===== src/obi_macros.svh =====
// ------------------
// OBI memory subsystem constants shared by the RTL and the bench
// ------------------
`ifndef OBI_MACROS_SVH
`define OBI_MACROS_SVH

// Byte address width of the OBI bus
`define OBI_ADDR_W 12

// Depth of the SRAM in 32-bit words
// Must equal 2 ** (OBI_ADDR_W - 2)
`define OBI_MEM_WORDS 1024

// Bench clock period in timescale units
`define OBI_CLK_PERIOD 100

// Number of clock cycles the bench holds reset_n low
`define OBI_RESET_CYCLES 10

`endif

===== src/obi_pkg.sv =====
// ------------------
// OBI memory subsystem types
// ------------------
`include "obi_macros.svh"

package obi_pkg;

  // Byte address as carried on the OBI address phase
  typedef logic [`OBI_ADDR_W-1:0] obi_addr_t;

  // One 32-bit data word, four byte lanes
  typedef logic [31:0] obi_data_t;

  // One enable bit per byte lane
  typedef logic [3:0] obi_be_t;

  // Access size of a host command
  // 0 is byte, 1 is halfword, 2 is word, 3 is always rejected
  typedef logic [1:0] obi_size_t;

  // Master FSM
  // LSU_ADDR holds the address phase until gnt
  // LSU_RESP waits for the single rvalid of the transaction
  typedef enum logic [1:0] {
    LSU_IDLE,
    LSU_ADDR,
    LSU_RESP
  } lsu_state_t;

endpackage


===== src/obi_if.sv =====
// ------------------
// OBI A/R channel bundle between LSU master and SRAM slave
// ------------------
`timescale 1ns/1ps

interface obi_if;
  import obi_pkg::*;

  // Address phase, driven by the master
  logic      req;
  obi_addr_t addr;
  logic      we;
  obi_be_t   be;
  obi_data_t wdata;

  // Grant, driven by the slave and free to toggle even with req low
  logic gnt;

  // Response phase, one rvalid pulse per accepted address phase
  logic      rvalid;
  obi_data_t rdata;

  // Requester side
  modport master (
    output req, addr, we, be, wdata,
    input  gnt, rvalid, rdata
  );

  // Memory side, mirror of the master
  modport slave (
    input  req, addr, we, be, wdata,
    output gnt, rvalid, rdata
  );

endinterface


===== src/obi_lsu_master.sv =====
// ------------------
// OBI LSU master
// Turns one host load/store command into one OBI transaction
// ------------------
`timescale 1ns/1ps

module obi_lsu_master (
  input  logic               clk,
  input  logic               reset_n,
  input  logic               start,
  input  logic               cmd_we,
  input  obi_pkg::obi_addr_t cmd_addr,
  input  obi_pkg::obi_size_t cmd_size,
  input  obi_pkg::obi_data_t cmd_wdata,
  output logic               busy,
  output logic               done,
  output logic               misaligned,
  output obi_pkg::obi_data_t rsp_rdata,
  obi_if.master              bus
);
  import obi_pkg::*;

  lsu_state_t state;

  // Address phase registers, frozen from issue until gnt
  obi_addr_t addr_q;
  obi_be_t   be_q;
  obi_data_t wdata_q;
  logic      we_q;
  obi_size_t size_q;

  logic      cmd_aligned;
  obi_be_t   cmd_be;
  obi_data_t cmd_lanes;
  logic      issue;
  logic      accept;
  obi_data_t load_shifted;
  obi_data_t load_value;

  // ------------------
  // Command decode
  // ------------------
  // Alignment check, byte enables and store lane replication
  // Word access keeps the defaults of all lanes and the raw data
  always_comb begin
    cmd_aligned = 1'b0;
    cmd_be      = 4'b1111;
    cmd_lanes   = cmd_wdata;
    case (cmd_size)
      2'd0: begin
        cmd_aligned = 1'b1;
        cmd_be      = 4'b0001 << cmd_addr[1:0];
        cmd_lanes   = {4{cmd_wdata[7:0]}};
      end
      2'd1: begin
        cmd_aligned = ~cmd_addr[0];
        cmd_be      = 4'b0011 << {cmd_addr[1], 1'b0};
        cmd_lanes   = {2{cmd_wdata[15:0]}};
      end
      2'd2: begin
        cmd_aligned = (cmd_addr[1:0] == 2'b00);
      end
      default: begin
        // Size 3 has no legal encoding and is reported as misaligned
        cmd_aligned = 1'b0;
      end
    endcase
  end

  // A command goes on the bus only when it arrives in idle and is aligned
  assign issue  = (state == LSU_IDLE) && start && cmd_aligned;
  assign accept = bus.req && bus.gnt;

  // Load lanes are moved down to bit 0 and zero-extended by size
  always_comb begin
    load_shifted = bus.rdata >> {addr_q[1:0], 3'b000};
    case (size_q)
      2'd0:    load_value = {24'h0, load_shifted[7:0]};
      2'd1:    load_value = {16'h0, load_shifted[15:0]};
      default: load_value = load_shifted;
    endcase
  end

  // ------------------
  // Phase registers and FSM
  // ------------------
  always_ff @(posedge clk) begin
    if (issue) begin
      addr_q  <= cmd_addr;
      be_q    <= cmd_be;
      wdata_q <= cmd_lanes;
      we_q    <= cmd_we;
      size_q  <= cmd_size;
    end
  end

  // done and misaligned are one-cycle pulses, cleared by default
  always_ff @(posedge clk or negedge reset_n) begin
    if (!reset_n) begin
      state      <= LSU_IDLE;
      done       <= 1'b0;
      misaligned <= 1'b0;
      rsp_rdata  <= '0;
    end else begin
      done       <= 1'b0;
      misaligned <= 1'b0;
      case (state)
        LSU_IDLE: begin
          if (issue) begin
            state <= LSU_ADDR;
          end else if (start) begin
            // Rejected without touching the bus
            done       <= 1'b1;
            misaligned <= 1'b1;
          end
        end
        LSU_ADDR: begin
          if (accept) begin
            state <= LSU_RESP;
          end
        end
        LSU_RESP: begin
          if (bus.rvalid) begin
            state <= LSU_IDLE;
            done  <= 1'b1;
            // Stores leave the last load value in place
            if (!we_q) begin
              rsp_rdata <= load_value;
            end
          end
        end
        default: state <= LSU_IDLE;
      endcase
    end
  end

  // req is the state itself, so it cannot drop before gnt
  assign bus.req   = (state == LSU_ADDR);
  assign bus.addr  = addr_q;
  assign bus.we    = we_q;
  assign bus.be    = be_q;
  assign bus.wdata = wdata_q;
  assign busy      = (state != LSU_IDLE);

endmodule


===== src/flat_wrapper.sv =====
// flat-port wrapper written by rule: the top's interface ports become plain ports
module obi_lsu_master_flat import obi_pkg::*;
  (clk, reset_n, start, cmd_we, cmd_addr, cmd_size, cmd_wdata, busy, done, misaligned, rsp_rdata, bus_req, bus_addr, bus_we, bus_be, bus_wdata, bus_gnt, bus_rvalid, bus_rdata);
  obi_if bus_i ();
  input  logic clk;
  input  logic reset_n;
  input  logic start;
  input  logic cmd_we;
  input  obi_pkg::obi_addr_t cmd_addr;
  input  obi_pkg::obi_size_t cmd_size;
  input  obi_pkg::obi_data_t cmd_wdata;
  output logic busy;
  output logic done;
  output logic misaligned;
  output obi_pkg::obi_data_t rsp_rdata;
  output wire logic [$bits(bus_i.req)-1:0] bus_req;
  output wire logic [$bits(bus_i.addr)-1:0] bus_addr;
  output wire logic [$bits(bus_i.we)-1:0] bus_we;
  output wire logic [$bits(bus_i.be)-1:0] bus_be;
  output wire logic [$bits(bus_i.wdata)-1:0] bus_wdata;
  input wire logic [$bits(bus_i.gnt)-1:0] bus_gnt;
  input wire logic [$bits(bus_i.rvalid)-1:0] bus_rvalid;
  input wire logic [$bits(bus_i.rdata)-1:0] bus_rdata;
  assign bus_req = bus_i.req;
  assign bus_addr = bus_i.addr;
  assign bus_we = bus_i.we;
  assign bus_be = bus_i.be;
  assign bus_wdata = bus_i.wdata;
  assign bus_i.gnt = bus_gnt;
  assign bus_i.rvalid = bus_rvalid;
  assign bus_i.rdata = bus_rdata;
  obi_lsu_master u_core (.clk(clk), .reset_n(reset_n), .start(start), .cmd_we(cmd_we), .cmd_addr(cmd_addr), .cmd_size(cmd_size), .cmd_wdata(cmd_wdata), .busy(busy), .done(done), .misaligned(misaligned), .rsp_rdata(rsp_rdata), .bus(bus_i));
endmodule

===== config.mk =====
export PLATFORM = sky130hd
export DESIGN_NAME = obi_lsu_master_flat
export DESIGN_NICKNAME = d
export VERILOG_FILES = /design/src/obi_pkg.sv /design/src/obi_if.sv /design/src/obi_lsu_master.sv /design/src/flat_wrapper.sv
export VERILOG_INCLUDE_DIRS = /design/src
export SDC_FILE = /design/constraint.sdc
export NUM_CORES = 1
export LEC_CHECK = 0
export ABC_AREA = 1
export ABC_CLOCK_PERIOD_IN_PS = 4500
export BUFFER_PORTS_ARGS = -buffer_cell sky130_fd_sc_hd__buf_4
export CORE_UTILIZATION = 45
export CTS_CLUSTER_DIAMETER = 60
export DETAILED_ROUTE_END_ITERATION = 16
export GPL_ROUTABILITY_DRIVEN = 0
export HOLD_SLACK_MARGIN = 0.05
export PLACE_DENSITY_LB_ADDON = 0.08
export SKIP_LAST_GASP = 1
export SLEW_MARGIN = 20
export SYNTH_ARGS = -nofsm -noshare
export SYNTH_HDL_FRONTEND = slang
export SYNTH_SLANG_ARGS = --single-unit
export TNS_END_PERCENT = 50

===== constraint.sdc =====
create_clock -name clk -period 4.5 [get_ports clk]
set_clock_uncertainty 0.2 [all_clocks]
set_input_delay 0.225 -clock clk [delete_from_list [all_inputs] [get_ports clk]]
set_output_delay 0.225 -clock clk [all_outputs]
set_load 0.05 [all_outputs]

==> results.md <==
Critical path:
- Data arrives at the worst endpoint at 2.99 ns.
- The source of the worst register-to-register timing path is u_core.bus.addr[1].
- The maximum fanout along the worst path is 19.
- STA classifies the critical path endpoint as a flip-flop.
- The critical path required time is 4.59 ns.
- The endpoint of the lowest-slack register-to-register path is u_core.rsp_rdata[4].
- The number of cells on the worst reg-to-reg path is 6.
- The startpoint-to-endpoint class of the critical path is flip-flop to flip-flop.
- The worst register-to-register path has a setup slack of 1.60 ns.
- The category of the worst setup path launch point is a flip-flop.

Drt:
- The number of nets with antenna violations after routing is 0.
- Wires add up to 12100 um.
- For this run, design rule violations remaining after detail routing come to 0.
- In the routed layout, each cell is associated on average with a via count of 4.95.
- The final route contains 3964 vias.
- Dividing the detail-routed wire length by the instance count gives 15.1 um.
- The number of detailed-routing iterations run before antenna repair is 4.
- The violation count after the first detailed-route iteration is 229.

Place:
- Timing analysis after detailed placement gives a worst setup slack of 2.23 ns.
- Input and output buffers added on the ports amount to 168.
- The total half-perimeter wirelength after legalization and detailed placement is 7440 um.
- The post-placement cell count is 692.

Final layout:
- The proportion of layout cells with a drive suffix above 1 is 0.286.
- The area growth from synthesis to layout is 60.8%.
- The total number of nets in the final design is 776.
- The filler cell count in the final layout is 563.
- The repair_antennas step left the layout with diodes totalling 0.
- The finished layout holds 801 standard cells, fillers aside.

Power:
- Of the total power, registers draw 0.396.
- The switching part of the total is 0.391.
- The clock power share is 0.217.
- The static power due to leakage is 3.15 nW.
- The total power draw is 0.00268 W.
- The total net switching power is 0.00105 W.
- Power spread over the standard cell area amounts to 418 nW/um2.
- The share of total power dissipated in combinational logic is 0.387.
- The internal portion of total power is 0.00163 W.
- The worst ir drop on vdd is 0.241 mV.

Yosys:
- Of the total synthesized cell area, the portion taken by AND, OR, NAND and NOR gates is 0.263.
- The most repeated cell in the gate-level netlist after synthesis is sky130_fd_sc_hd__nand2_1.
- The main combinational cell family by area after synthesis is simple AND/OR/NAND/NOR gates.
- The total nets after synthesis is 521.
- The register area share after synthesis is 0.611.
- The average cell area after synthesis is 9.11 um2.
- Of the total synthesized cell area, the portion taken by XOR and XNOR cells is 0.
- The top cell type's share of synthesized area is 0.385.
- For this run, asynchronously set or reset flops after synthesis account for 0.414.
- The number of warnings printed during yosys synthesis is 0.
- The number of different library cells used by synthesis comes to 19.
- The biggest area consumer among synthesized cells is sky130_fd_sc_hd__edfxtp_1.
- The most frequently used flop master after synthesis is sky130_fd_sc_hd__edfxtp_1.
- Ranked by total cell area, the synthesized netlist is headed by sky130_fd_sc_hd__edfxtp_1 38%, sky130_fd_sc_hd__dfrtp_1 23%, sky130_fd_sc_hd__nand2_1 18%.
- The flip-flop and latch count after synthesis is 87.
- After synthesis, the share of cell area in mux cells is 0.
- The post-synthesis share of cell area spent on full adders, half adders and majority gates is 0.
- The synthesized-area fraction occupied by ao, oa, aoi and oai cells is 0.0468.
- By count the netlist is led by 190 x sky130_fd_sc_hd__nand2_1, 51 x sky130_fd_sc_hd__edfxtp_1, 42 x sky130_fd_sc_hd__inv_1, 39 x sky130_fd_sc_hd__nand3_1, 36 x sky130_fd_sc_hd__dfrtp_1.
- The area of the mapped netlist is 3980 um2.
- In the synthesized netlist, the number of instances is 437.
- Yosys mapped a number of flops with a built-in enable equal to 51.

GRT:
- The global-route wire length before repair is 18400 um.
- The initial antenna violation count is 0.
- In the global route stage, overall resource usage came out at 0.269.
- After global routing the overflow that remains totals 0.
- Entering global routing, the biggest net connects 42 pins.
- The number of global-route vias before repair is 3967.

Timing:
- The worst slew margin relative to its limit is 0.457.
- The final setup slack of the worst path is 1.60 ns.
- The worst path needs 2.90 ns of the cycle, external delays included.
- Derived from the worst setup path, the maximum achievable clock frequency is 344 MHz.
- Setup repair after global routing left no endpoint under its margin.
- The transition time at the pin with the least slew margin is 0.812 ns.
- The number of endpoints failing setup at the final stage is 0.
- The setup TNS is 0 ns.
- In the finished design, the share of the clock period the worst path needs comes to 0.645.
- The hold violation total from the final report was 0.
- The final-report max-slew violation count is 0.

Clock tree:
- Buffers added to address setup during post-CTS repair amount to 0.
- For this design, the sink count on the clock tree is 87.
- The total clock buffers created by CTS is 9.
- The count of H-tree levels built during CTS is 3.
- The clock transition time at the flip-flop clock pins of the worst setup and hold paths is 0.09 ns.
- TritonCTS built the clock tree.
- The count of instances resized after the clock tree is built is 0.
- The maximum buffer depth of the clock tree is 2.
- The clock reaches the later pin of the worst-skew pair after 0.35 ns.
- The tree is rooted in a sky130_fd_sc_hd__clkbuf_8.

Min path:
- Along the worst hold path, the cell count comes to 5.
- The worst hold path begins at bus_rdata[21].
- The worst hold path class is input pin to flip-flop.
- The endpoint with the worst hold slack is u_core.rsp_rdata[21].

Floorplan:
- For this configuration, the core starts out at a cell density of 0.475.
- The placeable core region is 8380 um2.
- The die is 96.1 um wide.
- The I/O pin count is 169.
- The area of the die is 9230 um2.
- The floorplan has 33 rows.
- The die outline height is 96.1 um.

Job:
- The tool flagged a number of max-cap violations equal to 0.

Status:
- The flow ran to the end, and the final reports show no timing, DRC or antenna violations.
==> sequential cells by signal, summed over array words and instances, names as in the netlist <==
register           cells
u_core.bus.addr       12
u_core.bus.be          4
u_core.bus.wdata      32
u_core.bus.we          1
u_core.done            1
u_core.misaligned      1
u_core.rsp_rdata      32
u_core.size_q          2
u_core.state           2
==> worst max path at each step <==
stage	cells after the start	start	slack, ns	end
after CTS	7	u_core.bus.addr[0]	1.42	u_core.rsp_rdata[6]
after global routing	6	u_core.bus.addr[1]	1.51	u_core.rsp_rdata[4]
after floorplan	3	u_core.state[0]	1.10	u_core.bus.addr[0]
final	6	u_core.bus.addr[1]	1.60	u_core.rsp_rdata[4]
after global placement	5	cmd_size[1]	2.28	u_core.bus.addr[2]
after detailed placement	5	cmd_size[1]	2.23	u_core.bus.addr[6]
==> what timing repair did <==
item                       4_1_cts  5_1_grt
setup endpoints to repair        0        0
hold endpoints to repair       107        0
hold buffers                    93        0
==> worst max-delay path, stage by stage (launching register included) <==
cell,delay (ns)
sky130_fd_sc_hd__edfxtp_1,0.88
sky130_fd_sc_hd__inv_2,0.31
sky130_fd_sc_hd__nand3_1,0.17
sky130_fd_sc_hd__dlygate4sd3_1,0.56
sky130_fd_sc_hd__nand3_1,0.07
sky130_fd_sc_hd__dlygate4sd3_1,0.57
sky130_fd_sc_hd__nand2_1,0.07
==> routing by layer <==
| metal | GRT usage | share of wire | up-vias |
|---|---|---|---|
| li1 | - | - | 1905 |
| met1 | 0.311 | 0.38 | 1843 |
| met2 | 0.480 | 0.52 | 194 |
| met3 | 0.0592 | 0.085 | 22 |
| met4 | 0.114 | 0.022 | 0 |
| met5 | 0 | 0 | - |
==> per-stage QoR <==
step | util | hold WS (ns) | instance area, um2
CTS | 0.762 | 0.0537 | 6390
floorplan | - | -0.271 | 3980
detailed placement | 0.626 | 0.0116 | 5250
finish | 0.764 | 0.0667 | 6400
global route | 0.764 | 0.0709 | 6400
global placement | 0.626 | 0.00929 | 5250
==> power groups by stage <==
stage / clock (W) / combinational, W / sequential (W)
2_1_floorplan: 0 / 0.000204 / 0.00150
3_3_place_gp: 0 / 0.000952 / 0.00107
3_5_place_dp: 0 / 0.000961 / 0.00108
4_1_cts: 0.000590 / 0.00103 / 0.00106
5_1_grt: 0.000618 / 0.00110 / 0.00107
6_report: 0.000582 / 0.00104 / 0.00106
==> kinds of logic after synthesis <==
family	count (synthesis)
AO/OA/AOI/OAI	33
AND/OR/NAND/NOR	252
buffers and inverters	65
flip-flops	87
==> cell usage in the layout (no fill, tap or decap) <==
cell type and count:
sky130_fd_sc_hd__clkinv_2 1, sky130_fd_sc_hd__nor2_1 12, sky130_fd_sc_hd__nand3_1 39, sky130_fd_sc_hd__o21ai_1 18
sky130_fd_sc_hd__edfxtp_1 51, sky130_fd_sc_hd__nand3_2 2, sky130_fd_sc_hd__inv_2 3, sky130_fd_sc_hd__clkinv_4 2
sky130_fd_sc_hd__dfrtp_1 36, sky130_fd_sc_hd__dlygate4sd3_1 93, sky130_fd_sc_hd__o22ai_1 1, sky130_fd_sc_hd__inv_4 1
sky130_fd_sc_hd__inv_1 42, sky130_fd_sc_hd__nand2_2 3, sky130_fd_sc_hd__buf_4 169, sky130_fd_sc_hd__clkinv_1 1
sky130_fd_sc_hd__o211ai_1 8, sky130_fd_sc_hd__o21ai_0 6, sky130_fd_sc_hd__nor2_2 1, sky130_fd_sc_hd__nor2_4 5
sky130_fd_sc_hd__nand2_1 190, sky130_fd_sc_hd__clkbuf_8 9, sky130_fd_sc_hd__buf_8 1, sky130_fd_sc_hd__bufinv_16 2
==> final cells by class <==
class,count,area [um2],area share
Clock buffer,9,124,0.0193
Sequential cell,87,2430,0.380
Tap cell,105,131,0.0205
Clock inverter,6,86.3,0.0135
Timing Repair Buffer,263,2210,0.346
Multi-Input combinational cell,285,1240,0.194
Inverter,46,175,0.0273
No activity file was read; power rests on OpenSTA's default activity.
